==> src/csi2_consts.svh <==
`ifndef CSI2_CONSTS_SVH
`define CSI2_CONSTS_SVH

// Sync byte that opens every packet on each lane.
`define CSI2_SYNC_BYTE 8'hB8

// Data type codes handled by the receiver.
`define CSI2_DT_FS   6'h00
`define CSI2_DT_FE   6'h01
`define CSI2_DT_RAW8 6'h2A

// Output FIFO depth in pixel words.
`define CSI2_FIFO_DEPTH 16

// Width of the per-lane bit-slip offset.
`define CSI2_SLIP_W 3

`endif

==> src/csi2_pkg.sv <==
`include "csi2_consts.svh"

package csi2_pkg;

  // One deserialized byte from a D-PHY lane.
  typedef logic [7 : 0]  lane_byte_t;

  // Output pixel word, lane 1 in the high byte.
  typedef logic [15 : 0] px_word_t;

  // Long packet word count, in bytes.
  typedef logic [15 : 0] word_cnt_t;

  typedef logic [5 : 0]  data_type_t;

  typedef logic [`CSI2_SLIP_W - 1 : 0] slip_t;

  typedef enum logic [2 : 0]
  {
    IDLE,
    HDR2,
    PAYLOAD,
    CRC,
    DROP
  } parser_state_t;

endpackage

==> src/csi2_delay_ctrl.sv <==
`timescale 1ns/1ps

module csi2_delay_ctrl
  import csi2_pkg::*;
(
  input  logic         ref_clk_i,
  input  logic         ref_srst_i,
  input  logic [1 : 0] btn_i,
  output slip_t        slip0_o,
  output slip_t        slip1_o
);

logic [1 : 0] btn_d1;
logic [1 : 0] btn_d2;
logic [1 : 0] btn_d3;
logic [1 : 0] inc_slip;
slip_t        slip_cnt [2];

// Two synchronizer stages, then one more flop for the edge detect.
always_ff @( posedge ref_clk_i, posedge ref_srst_i )
  if( ref_srst_i )
    begin
      btn_d1 <= '0;
      btn_d2 <= '0;
      btn_d3 <= '0;
    end
  else
    begin
      btn_d1 <= btn_i;
      btn_d2 <= btn_d1;
      btn_d3 <= btn_d2;
    end

assign inc_slip = btn_d2 & ~btn_d3;

// Each press moves its lane one bit further, wrapping after 7.
always_ff @( posedge ref_clk_i, posedge ref_srst_i )
  if( ref_srst_i )
    slip_cnt <= '{ default: '0 };
  else
    for( int i = 0; i < 2; i++ )
      begin
        if( inc_slip[i] )
          slip_cnt[i] <= slip_cnt[i] + 1'b1;
      end

assign slip0_o = slip_cnt[0];
assign slip1_o = slip_cnt[1];

endmodule

==> src/csi2_lane_aligner.sv <==
`timescale 1ns/1ps

`include "csi2_consts.svh"

module csi2_lane_aligner
  import csi2_pkg::*;
(
  input  logic       ref_clk_i,
  input  logic       ref_srst_i,
  input  lane_byte_t raw_i,
  input  logic       raw_valid_i,
  input  slip_t      slip_i,
  input  logic       peer_hit_i,
  input  logic       pkt_end_i,
  output logic       sync_hit_o,
  output lane_byte_t byte_o,
  output logic       byte_valid_o
);

typedef enum logic
{
  HUNT,
  LOCK
} align_state_t;

align_state_t  state;
lane_byte_t    raw_prev;
logic [15 : 0] window;
lane_byte_t    aligned;

always_ff @( posedge ref_clk_i )
  if( raw_valid_i )
    raw_prev <= raw_i;

// Current word on top, previous word below; slip picks the start bit.
assign window  = { raw_i, raw_prev };
assign aligned = window[slip_i +: 8];

assign sync_hit_o = ( state == HUNT ) && raw_valid_i &&
                    ( aligned == `CSI2_SYNC_BYTE );

// Lock only when the other lane sees sync in the same cycle.
always_ff @( posedge ref_clk_i, posedge ref_srst_i )
  if( ref_srst_i )
    state <= HUNT;
  else
    case( state )
      HUNT:
        begin
          if( sync_hit_o && peer_hit_i )
            state <= LOCK;
        end
      LOCK:
        begin
          if( pkt_end_i )
            state <= HUNT;
        end
      default:
        state <= HUNT;
    endcase

always_ff @( posedge ref_clk_i, posedge ref_srst_i )
  if( ref_srst_i )
    byte_valid_o <= 1'b0;
  else
    byte_valid_o <= ( state == LOCK ) && raw_valid_i && !pkt_end_i;

always_ff @( posedge ref_clk_i )
  if( ( state == LOCK ) && raw_valid_i )
    byte_o <= aligned;

endmodule

==> src/csi2_pkt_parser.sv <==
`timescale 1ns/1ps

`include "csi2_consts.svh"

module csi2_pkt_parser
  import csi2_pkg::*;
(
  input  logic       ref_clk_i,
  input  logic       ref_srst_i,
  input  lane_byte_t lane0_i,
  input  lane_byte_t lane1_i,
  input  logic       bytes_valid_i,
  output logic       pkt_end_o,
  output logic       wr_o,
  output px_word_t   wr_data_o,
  output logic       wr_user_o,
  output logic       wr_last_o
);

parser_state_t state;
data_type_t    dt;
lane_byte_t    wc_lo;
word_cnt_t     wc;
word_cnt_t     words_left;
logic          dt_short;
logic          fs_pending;

// First header cycle gives DI on lane 0 and the low count byte on lane 1.
always_ff @( posedge ref_clk_i )
  if( ( state == IDLE ) && bytes_valid_i )
    begin
      dt    <= data_type_t'( lane0_i[5 : 0] );
      wc_lo <= lane1_i;
    end

assign wc = { lane0_i, wc_lo };

// Data types 0x00 to 0x0F are short packets.
assign dt_short = ( dt[5 : 4] == 2'b00 );

assign pkt_end_o = bytes_valid_i &&
                   ( ( ( state == HDR2 ) && dt_short ) || ( state == CRC ) );

always_ff @( posedge ref_clk_i, posedge ref_srst_i )
  if( ref_srst_i )
    begin
      state      <= IDLE;
      words_left <= '0;
      fs_pending <= 1'b0;
    end
  else
    if( bytes_valid_i )
      case( state )
        IDLE:
          state <= HDR2;
        HDR2:
          begin
            // Lane 1 holds the ECC byte here; it is not checked.
            words_left <= wc >> 1;
            if( dt_short )
              begin
                state <= IDLE;
                if( dt == `CSI2_DT_FS )
                  fs_pending <= 1'b1;
                else if( dt == `CSI2_DT_FE )
                  fs_pending <= 1'b0;
              end
            else if( wc < 16'd2 )
              state <= CRC;
            else if( dt == `CSI2_DT_RAW8 )
              state <= PAYLOAD;
            else
              state <= DROP;
          end
        PAYLOAD:
          begin
            words_left <= words_left - 1'b1;
            fs_pending <= 1'b0;
            if( words_left == 16'd1 )
              state <= CRC;
          end
        DROP:
          begin
            words_left <= words_left - 1'b1;
            if( words_left == 16'd1 )
              state <= CRC;
          end
        CRC:
          state <= IDLE;
        default:
          state <= IDLE;
      endcase

always_ff @( posedge ref_clk_i, posedge ref_srst_i )
  if( ref_srst_i )
    wr_o <= 1'b0;
  else
    wr_o <= bytes_valid_i && ( state == PAYLOAD );

// Lane 0 goes to the low byte.
always_ff @( posedge ref_clk_i )
  if( bytes_valid_i && ( state == PAYLOAD ) )
    begin
      wr_data_o <= { lane1_i, lane0_i };
      wr_user_o <= fs_pending;
      wr_last_o <= ( words_left == 16'd1 );
    end

endmodule

==> src/csi2_px_fifo.sv <==
`timescale 1ns/1ps

`include "csi2_consts.svh"

module csi2_px_fifo
  import csi2_pkg::*;
(
  input  logic     ref_clk_i,
  input  logic     ref_srst_i,
  input  logic     wr_i,
  input  px_word_t wr_data_i,
  input  logic     wr_user_i,
  input  logic     wr_last_i,
  input  logic     video_tready_i,
  output px_word_t video_tdata_o,
  output logic     video_tvalid_o,
  output logic     video_tuser_o,
  output logic     video_tlast_o,
  output logic     overflow_o
);

localparam int DEPTH   = `CSI2_FIFO_DEPTH;
localparam int PTR_W   = $clog2( DEPTH );
localparam int CNT_W   = $clog2( DEPTH + 1 );
localparam int ENTRY_W = $bits( px_word_t ) + 2;

logic [ENTRY_W - 1 : 0] mem [DEPTH];
logic [PTR_W - 1 : 0]   wr_ptr;
logic [PTR_W - 1 : 0]   rd_ptr;
logic [CNT_W - 1 : 0]   count;
logic                   full;
logic                   push;
logic                   pop;

assign full = ( count == CNT_W'( DEPTH ) );
assign push = wr_i && !full;
assign pop  = video_tvalid_o && video_tready_i;

// Head entry is shown directly, so it holds while tready is low.
assign video_tvalid_o = ( count != '0 );
assign { video_tuser_o, video_tlast_o, video_tdata_o } = mem[rd_ptr];

always_ff @( posedge ref_clk_i )
  if( push )
    mem[wr_ptr] <= { wr_user_i, wr_last_i, wr_data_i };

always_ff @( posedge ref_clk_i, posedge ref_srst_i )
  if( ref_srst_i )
    begin
      wr_ptr     <= '0;
      rd_ptr     <= '0;
      count      <= '0;
      overflow_o <= 1'b0;
    end
  else
    begin
      if( push )
        wr_ptr <= ( wr_ptr == PTR_W'( DEPTH - 1 ) ) ? '0 : wr_ptr + 1'b1;
      if( pop )
        rd_ptr <= ( rd_ptr == PTR_W'( DEPTH - 1 ) ) ? '0 : rd_ptr + 1'b1;
      case( { push, pop } )
        2'b10:   count <= count + 1'b1;
        2'b01:   count <= count - 1'b1;
        default: count <= count;
      endcase
      // Sticky until reset.
      if( wr_i && full )
        overflow_o <= 1'b1;
    end

endmodule

==> src/csi2_rx_top.sv <==
`timescale 1ns/1ps

module csi2_rx_top
  import csi2_pkg::*;
(
  input  logic         ref_clk_i,
  input  logic         ref_srst_i,
  input  logic [1 : 0] btn_i,
  input  lane_byte_t   lane0_raw_i,
  input  lane_byte_t   lane1_raw_i,
  input  logic         lanes_valid_i,
  input  logic         video_tready_i,
  output px_word_t     video_tdata_o,
  output logic         video_tvalid_o,
  output logic         video_tuser_o,
  output logic         video_tlast_o,
  output logic         overflow_o
);

slip_t      slip0;
slip_t      slip1;
logic       lane0_hit;
logic       lane1_hit;
lane_byte_t lane0_byte;
lane_byte_t lane1_byte;
logic       bytes_valid;
logic       pkt_end;
logic       wr;
px_word_t   wr_data;
logic       wr_user;
logic       wr_last;

csi2_delay_ctrl delay_ctrl (
  .ref_clk_i    ( ref_clk_i  ),
  .ref_srst_i   ( ref_srst_i ),
  .btn_i        ( btn_i      ),
  .slip0_o      ( slip0      ),
  .slip1_o      ( slip1      )
);

csi2_lane_aligner lane0_align (
  .ref_clk_i    ( ref_clk_i     ),
  .ref_srst_i   ( ref_srst_i    ),
  .raw_i        ( lane0_raw_i   ),
  .raw_valid_i  ( lanes_valid_i ),
  .slip_i       ( slip0         ),
  .peer_hit_i   ( lane1_hit     ),
  .pkt_end_i    ( pkt_end       ),
  .sync_hit_o   ( lane0_hit     ),
  .byte_o       ( lane0_byte    ),
  .byte_valid_o ( bytes_valid   )
);

// Both lanes lock together, so lane 0's valid qualifies both bytes.
csi2_lane_aligner lane1_align (
  .ref_clk_i    ( ref_clk_i     ),
  .ref_srst_i   ( ref_srst_i    ),
  .raw_i        ( lane1_raw_i   ),
  .raw_valid_i  ( lanes_valid_i ),
  .slip_i       ( slip1         ),
  .peer_hit_i   ( lane0_hit     ),
  .pkt_end_i    ( pkt_end       ),
  .sync_hit_o   ( lane1_hit     ),
  .byte_o       ( lane1_byte    ),
  .byte_valid_o (               )
);

csi2_pkt_parser pkt_parser (
  .ref_clk_i     ( ref_clk_i   ),
  .ref_srst_i    ( ref_srst_i  ),
  .lane0_i       ( lane0_byte  ),
  .lane1_i       ( lane1_byte  ),
  .bytes_valid_i ( bytes_valid ),
  .pkt_end_o     ( pkt_end     ),
  .wr_o          ( wr          ),
  .wr_data_o     ( wr_data     ),
  .wr_user_o     ( wr_user     ),
  .wr_last_o     ( wr_last     )
);

csi2_px_fifo px_fifo (
  .ref_clk_i      ( ref_clk_i      ),
  .ref_srst_i     ( ref_srst_i     ),
  .wr_i           ( wr             ),
  .wr_data_i      ( wr_data        ),
  .wr_user_i      ( wr_user        ),
  .wr_last_i      ( wr_last        ),
  .video_tready_i ( video_tready_i ),
  .video_tdata_o  ( video_tdata_o  ),
  .video_tvalid_o ( video_tvalid_o ),
  .video_tuser_o  ( video_tuser_o  ),
  .video_tlast_o  ( video_tlast_o  ),
  .overflow_o     ( overflow_o     )
);

endmodule

==> config.mk <==
export PLATFORM = sky130hd
export DESIGN_NAME = csi2_rx_top
export DESIGN_NICKNAME = d
export VERILOG_FILES = /design/src/csi2_pkg.sv /design/src/csi2_delay_ctrl.sv /design/src/csi2_lane_aligner.sv /design/src/csi2_pkt_parser.sv /design/src/csi2_px_fifo.sv /design/src/csi2_rx_top.sv
export VERILOG_INCLUDE_DIRS = /design/src
export SDC_FILE = /design/constraint.sdc
export NUM_CORES = 1
export LEC_CHECK = 0
export BUFFER_PORTS_ARGS = -buffer_cell sky130_fd_sc_hd__buf_2
export CORE_ASPECT_RATIO = 0.6
export CORE_MARGIN = 5
export CORE_UTILIZATION = 40
export DETAILED_ROUTE_END_ITERATION = 8
export SLEW_MARGIN = 20
export SYNTH_ARGS = -nofsm -noshare
export SYNTH_HDL_FRONTEND = slang
export SYNTH_HIERARCHICAL = 1
export SYNTH_SLANG_ARGS = --single-unit
==> constraint.sdc <==
create_clock -name ref_clk_i -period 3.23 [get_ports ref_clk_i]
set_input_delay 0.646 -clock ref_clk_i [delete_from_list [all_inputs] [get_ports ref_clk_i]]
set_output_delay 0.646 -clock ref_clk_i [all_outputs]
set_load 0.05 [all_outputs]
### Word-level counts from Yosys, hierarchy flattened

Memories as Yosys holds them, arrays and structs flattened.
Index checks and enable logic that the tools add are counted.

* output and inout port bits: 20
* latch bits: 0
* memories: 1
* register bits: 114
* RAM bits: 288
* input port bits: 22
* bits in read-only memories: 0
* word-level logic and storage cells: 105

* reduce and logical (&&, ||, !) cells: 29
* equal/unequal tests: 17
* bitwise logic cells: 4
* muxes and demuxes: 19
* $lt $le $gt $ge: 1
* add/subtract/negate cells: 7
* $mul: 0
* divide/modulo/power cells: 0
* shift operators: 2

Memory list
* px_fifo.mem: words 16, width 18, rd ports 1, clocked after Yosys merged registers in 0, wr ports 1, line csi2_px_fifo.sv:27 `logic [ENTRY_W - 1 : 0] mem [DEPTH];`

Operators by type and width (count)
* 16-bit one-hot mux with 2 select lines: 1
* 16-bit by 4-bit variable part select with 8-bit output: 2
* 16-bit by 1-bit == test with 1-bit output, second input constant: 1
* 8-bit == test, second input constant: 2
* 16-bit by 2-bit less-than comparator with 1-bit output, second input constant: 1
* 16-bit by 1-bit subtractor with 16-bit output, second input constant: 1
* 1-bit logical AND: 15
* 3-bit 2-to-1 mux: 4
* 5-bit one-hot mux with 2 select lines: 1
* 3-bit one-hot mux with 3 select lines: 1
* 4-bit by 1-bit adder with 4-bit output, second input constant: 2
* 4-bit == test, second input constant: 2
* 4-bit 2-to-1 mux: 2
* 1-bit 2-to-1 mux: 7
* 3-bit by 1-bit adder with 3-bit output, second input constant: 2
* 3-bit by 2-bit == test with 1-bit output, second input constant: 2
* 6-bit by 1-bit == test with 1-bit output, second input constant: 1
* 6-bit == test, second input constant: 1
* 6-bit logical NOT: 1
* 1-bit one-hot mux with 2 select lines: 3
* 2-bit nonzero test: 3
* 5-bit by 1-bit adder with 5-bit output, second input constant: 1
* 5-bit == test, second input constant: 1
* 5-bit nonzero test: 1
* 17 further kinds: 21

### Depth between registers and ports, before layout

* depth in word-level cells: 6
* depth in mapped cells: 13
* gate-level depth less buffers: 12

### Modules after synthesis

The synthesis kept the hierarchy.

Modules (own cells, without submodules)
* csi2_px_fifo: area each 12130.4 um2, seq. area each 8998.6 um2, cells an instance 601, times used 1
* csi2_pkt_parser: area each 2463.6 um2, seq. area each 1456.4 um2, cells an instance 202, times used 1
* csi2_lane_aligner: area each 1138.6 um2, seq. area each 530.5 um2, cells an instance 95, times used 2
* csi2_delay_ctrl: area each 436.7 um2, seq. area each 300.3 um2, cells an instance 25, times used 1

### Worst setup path after synthesis

No wires, ideal clock.

* path type: reg2reg
* start point: reg px_fifo.count[0]
* end point: reg px_fifo.count[4]
* required time: 3.107 ns
* arrival: 2.625 ns
* cell stages (with the launch flop): 14
* clock period less this slack: 2.749 ns
* path slack: 0.481 ns
* library setup time: 0.123 ns
* buffers on the path: 1
* cells stage by stage: dfrtp_1 > nor4_2 > nand2_1 > and2_1 > buf_2 > inv_2 > ha_1 > inv_1 > fa_1 > nor2b_1 > o21ai_0 > nand3_1 > or3b_1 > xnor2_1

* longest elaborated chain between the ends: 5
* elaborated cells on any way between the ends: 11
* those cells by class: 2 x add/sub; 3 x eq/ne; 1 x mux; 5 x reduce/logical

RTL lines
* from (decl): line csi2_px_fifo.sv:30 `logic [CNT_W - 1 : 0] count;`
* from (signal assigned): line csi2_px_fifo.sv:62 `2'b10: count <= count + 1'b1;`
* from (signal assigned): line csi2_px_fifo.sv:63 `2'b01: count <= count - 1'b1;`
* from (signal assigned): line csi2_px_fifo.sv:64 `default: count <= count;`
* 5-bit == test: line csi2_px_fifo.sv:35 `assign full = ( count == CNT_W'( DEPTH ) );`
* 1-bit logical NOT: line csi2_px_fifo.sv:36 `assign push = wr_i && !full;`
* 1-bit logical AND: line csi2_px_fifo.sv:36
* 2-bit by 1-bit == test with 1-bit output or 2-bit == test (tied branches): line csi2_px_fifo.sv:61 `case( { push, pop } )`
* 5-bit one-hot mux with 2 select lines or 2-bit nonzero test (tied branches)

Parallel ways exist; a longest one is shown, timed or not.
A chain may end at the register's enable or synchronous reset.

### Worst setup path in the final report

* start point: reg px_fifo.rd_ptr[1]
* end point: out video_tlast_o

* longest elaborated chain between the ends: 1

RTL lines
* from (decl): line csi2_px_fifo.sv:29 `logic [PTR_W - 1 : 0] rd_ptr;`
* from (signal assigned): line csi2_px_fifo.sv:60 `rd_ptr <= ( rd_ptr == PTR_W'( DEPTH - 1 ) ) ? '0 : rd_ptr + 1'b1;`
* memory 16 x 18 bit
* to (decl): line csi2_rx_top.sv:16 `output logic video_tlast_o,`

No other way between the ends.

==> flow_summary_export.csv <==
group,metric,value,unit
status,status,"finished, final reports clean",
setup_path,crit_path_max_fanout,12,
synthesis,ys_warn_count,6,
grt,grt_pass1_vias,9423,
synthesis,synthesis.nets,1052,
sta,rsz0062_at_grt,"yes",
power_and_ir_drop,pwr_density_cell,870,nW/um2
setup_path,cp-start-kind,"flip-flop",
grt,track_usage,16.6,%
drt,via_per_inst,5.50,
clock_network,clock_latency,0.54,ns
finish,postLayoutCellArea,19900,um2
power_and_ir_drop,p_int,11.4,mW
run,maxCapViolations,0,
synthesis,syn-mean-instance-area,17.0,um2
power_and_ir_drop,power_frac_seq,38.2,%
placed_design,portBuffers,41,
grt,grt_max_degree,27,
finish,utilization,46.3,%
placed_design,dp.cells,1632,
hold_path,hold_class,"in2reg",
setup_path,critical_path_class,"reg2out",
floorplan,start_util,40.1,%
finish,antenna_cells,0,
grt,antenna_found_initial,0,
floorplan,core-area,43000,um2
floorplan,ioPinCount,42,
grt,overflow,0,
clock_network,htreeDepth,2,
drt,via_count,9485,
floorplan,die-area,47600,um2
sta,slew_viol_final,0,
clock_network,cts_buffers,38,
sta,whs,0.220,ns
finish,final_cells,1723,
floorplan,rows,59,
finish,drive_above_1_share,29.4,%
sta,finalSetupTns,0,ns
finish,syn2layout_area_growth,15.4,%
clock_network,cts_num_sinks,401,
setup_path,arrival,2.58,ns
sta,post-route-period-util,99.8,%
drt,drt-initial-drc-count,972,
synthesis,syn_inst,1016,
setup_path,r2r_setup_slack,0.38,ns
placed_design,pre_cts_slack,0.345,ns
sta,fin_ws,0.00556,ns
power_and_ir_drop,total_power,17.3,mW
clock_network,cts_tree,"done",
clock_network,cts_root_buf,"clkbuf_16",
power_and_ir_drop,cellLeakagePower,6.77,nW
placed_design,dpl_cell_area,18400,um2
drt,ant_nets,0,
finish,final_cell_mix,"edfxtp_1, buf_4, mux4_2, dfrtp_1, clkbuf_16",
sta,fmax,310,MHz
power_and_ir_drop,power_frac_comb,36.7,%
placed_design,hpwl,24.7,mm
synthesis,syn_area,17300,um2
sta,worstMarginPinSlew,1.09,ns
sta,finalHoldViolCount,0,
drt,wirelength,39.6,mm
drt,first_pass_iters,5,
clock_network,max-clock-path-buffers,3,
setup_path,cp.required,2.58,ns
grt,grt_pass1_wl,60.4,mm
floorplan,fp.dieH,171,um
drt,wl_per_cell,23.0,um
placed_design,gp_congestion,0.822,
sta,setup_violations,0,
finish,final_common_cell,"edfxtp_1",
sta,finClkSkew,0.0189,ns
clock_network,clk_pin_slew_worst_paths,0.06,ns
power_and_ir_drop,swShare,34.4,%
drt,drc_errors,0,
power_and_ir_drop,p_sw,5.96,mW
setup_path,cp-end-kind,"primary output",
floorplan,die_w,278,um
sta,max-slew-margin-rel,27.1,%
power_and_ir_drop,vdd_ir_drop_max,0.000610,V
power_and_ir_drop,power.share.clock,25.1,%
finish,final_nets,1150,
sta,min_period,3.22,ns
==> power by group through the flow <==
stage	clock network (mW)	registers (mW)	logic, mW
3_3_place_gp	0	6.74	5.69
4_1_cts	4.46	6.61	6.12
2_1_floorplan	0	6.35	4.78
5_1_grt	4.69	6.69	6.83
6_report	4.36	6.62	6.36
3_5_place_dp	0	6.76	5.72
==> path summary, 6_finish.rpt <==
kind / from / to / cells after the start
min in group asynchronous: ref_srst_i / lane1_align/state / 3
setup reg to reg: px_fifo/count[0] / px_fifo/count[4] / 12
setup / recovery: px_fifo/rd_ptr[1] / video_tlast_o / 6
max in group asynchronous: ref_srst_i / pkt_parser/wr_o / 3
hold reg to reg: delay_ctrl/btn_d1[0] / delay_ctrl/btn_d2[0] / 0
hold / removal: btn_i[1] / delay_ctrl/btn_d1[1] / 1
==> what timing repair did <==
action | in CTS | in global routing
endpoints found under the setup margin | 18 | 18
buffers inserted | 8 | 10
hold endpoints to repair | 3 | 0
pin swaps | 4 | 7
hold buffers | 1 | 0
cloned | 2 | 0
resized for setup | 18 | 34
==> registers in the layout, indices dropped and copies added (netlist names), 3 cells and up <==
name and count:
pkt_parser/dt 6, lane0_align/byte_o 8, px_fifo/count 5, delay_ctrl/slip0_o 3, px_fifo/rd_ptr 4, delay_ctrl/slip1_o 3
px_fifo/wr_ptr 4, lane1_align/byte_o 8, px_fifo/mem 288, lane1_align/raw_prev 8, pkt_parser/words_left 16, pkt_parser/wr_data_o 16
pkt_parser/wc_lo 7, pkt_parser/state 3, lane0_align/raw_prev 8
==> layout make-up <==
type	count	area (um2)
multi-input combinational	511	5030
sequential	401	11800
clock buffer	49	1020
timing repair buffer	117	1010
clock inverter	21	180
fill	3624	23100
tap	579	724
inverter	45	169
==> metal layers <==
| layer | track usage [%] | up-vias | part of all wire, % |
|---|---|---|---|
| li1 | - | 4255 | - |
| met1 | 25.9 | 4870 | 49 |
| met2 | 24.8 | 309 | 44 |
| met3 | 2.99 | 51 | 6.1 |
| met4 | 2.71 | 0 | 1.2 |
| met5 | 0.592 | - | 0 |
==> worst max-delay path, cell delays in order (launching register included) <==
cell       delay, ns
dfrtp_4         0.53
bufbuf_16       0.33
mux2_2          0.35
o221ai_1        0.18
o21ai_1         0.10
a221o_1         0.36
buf_4           0.19
(Power assumes the default switching activity.)
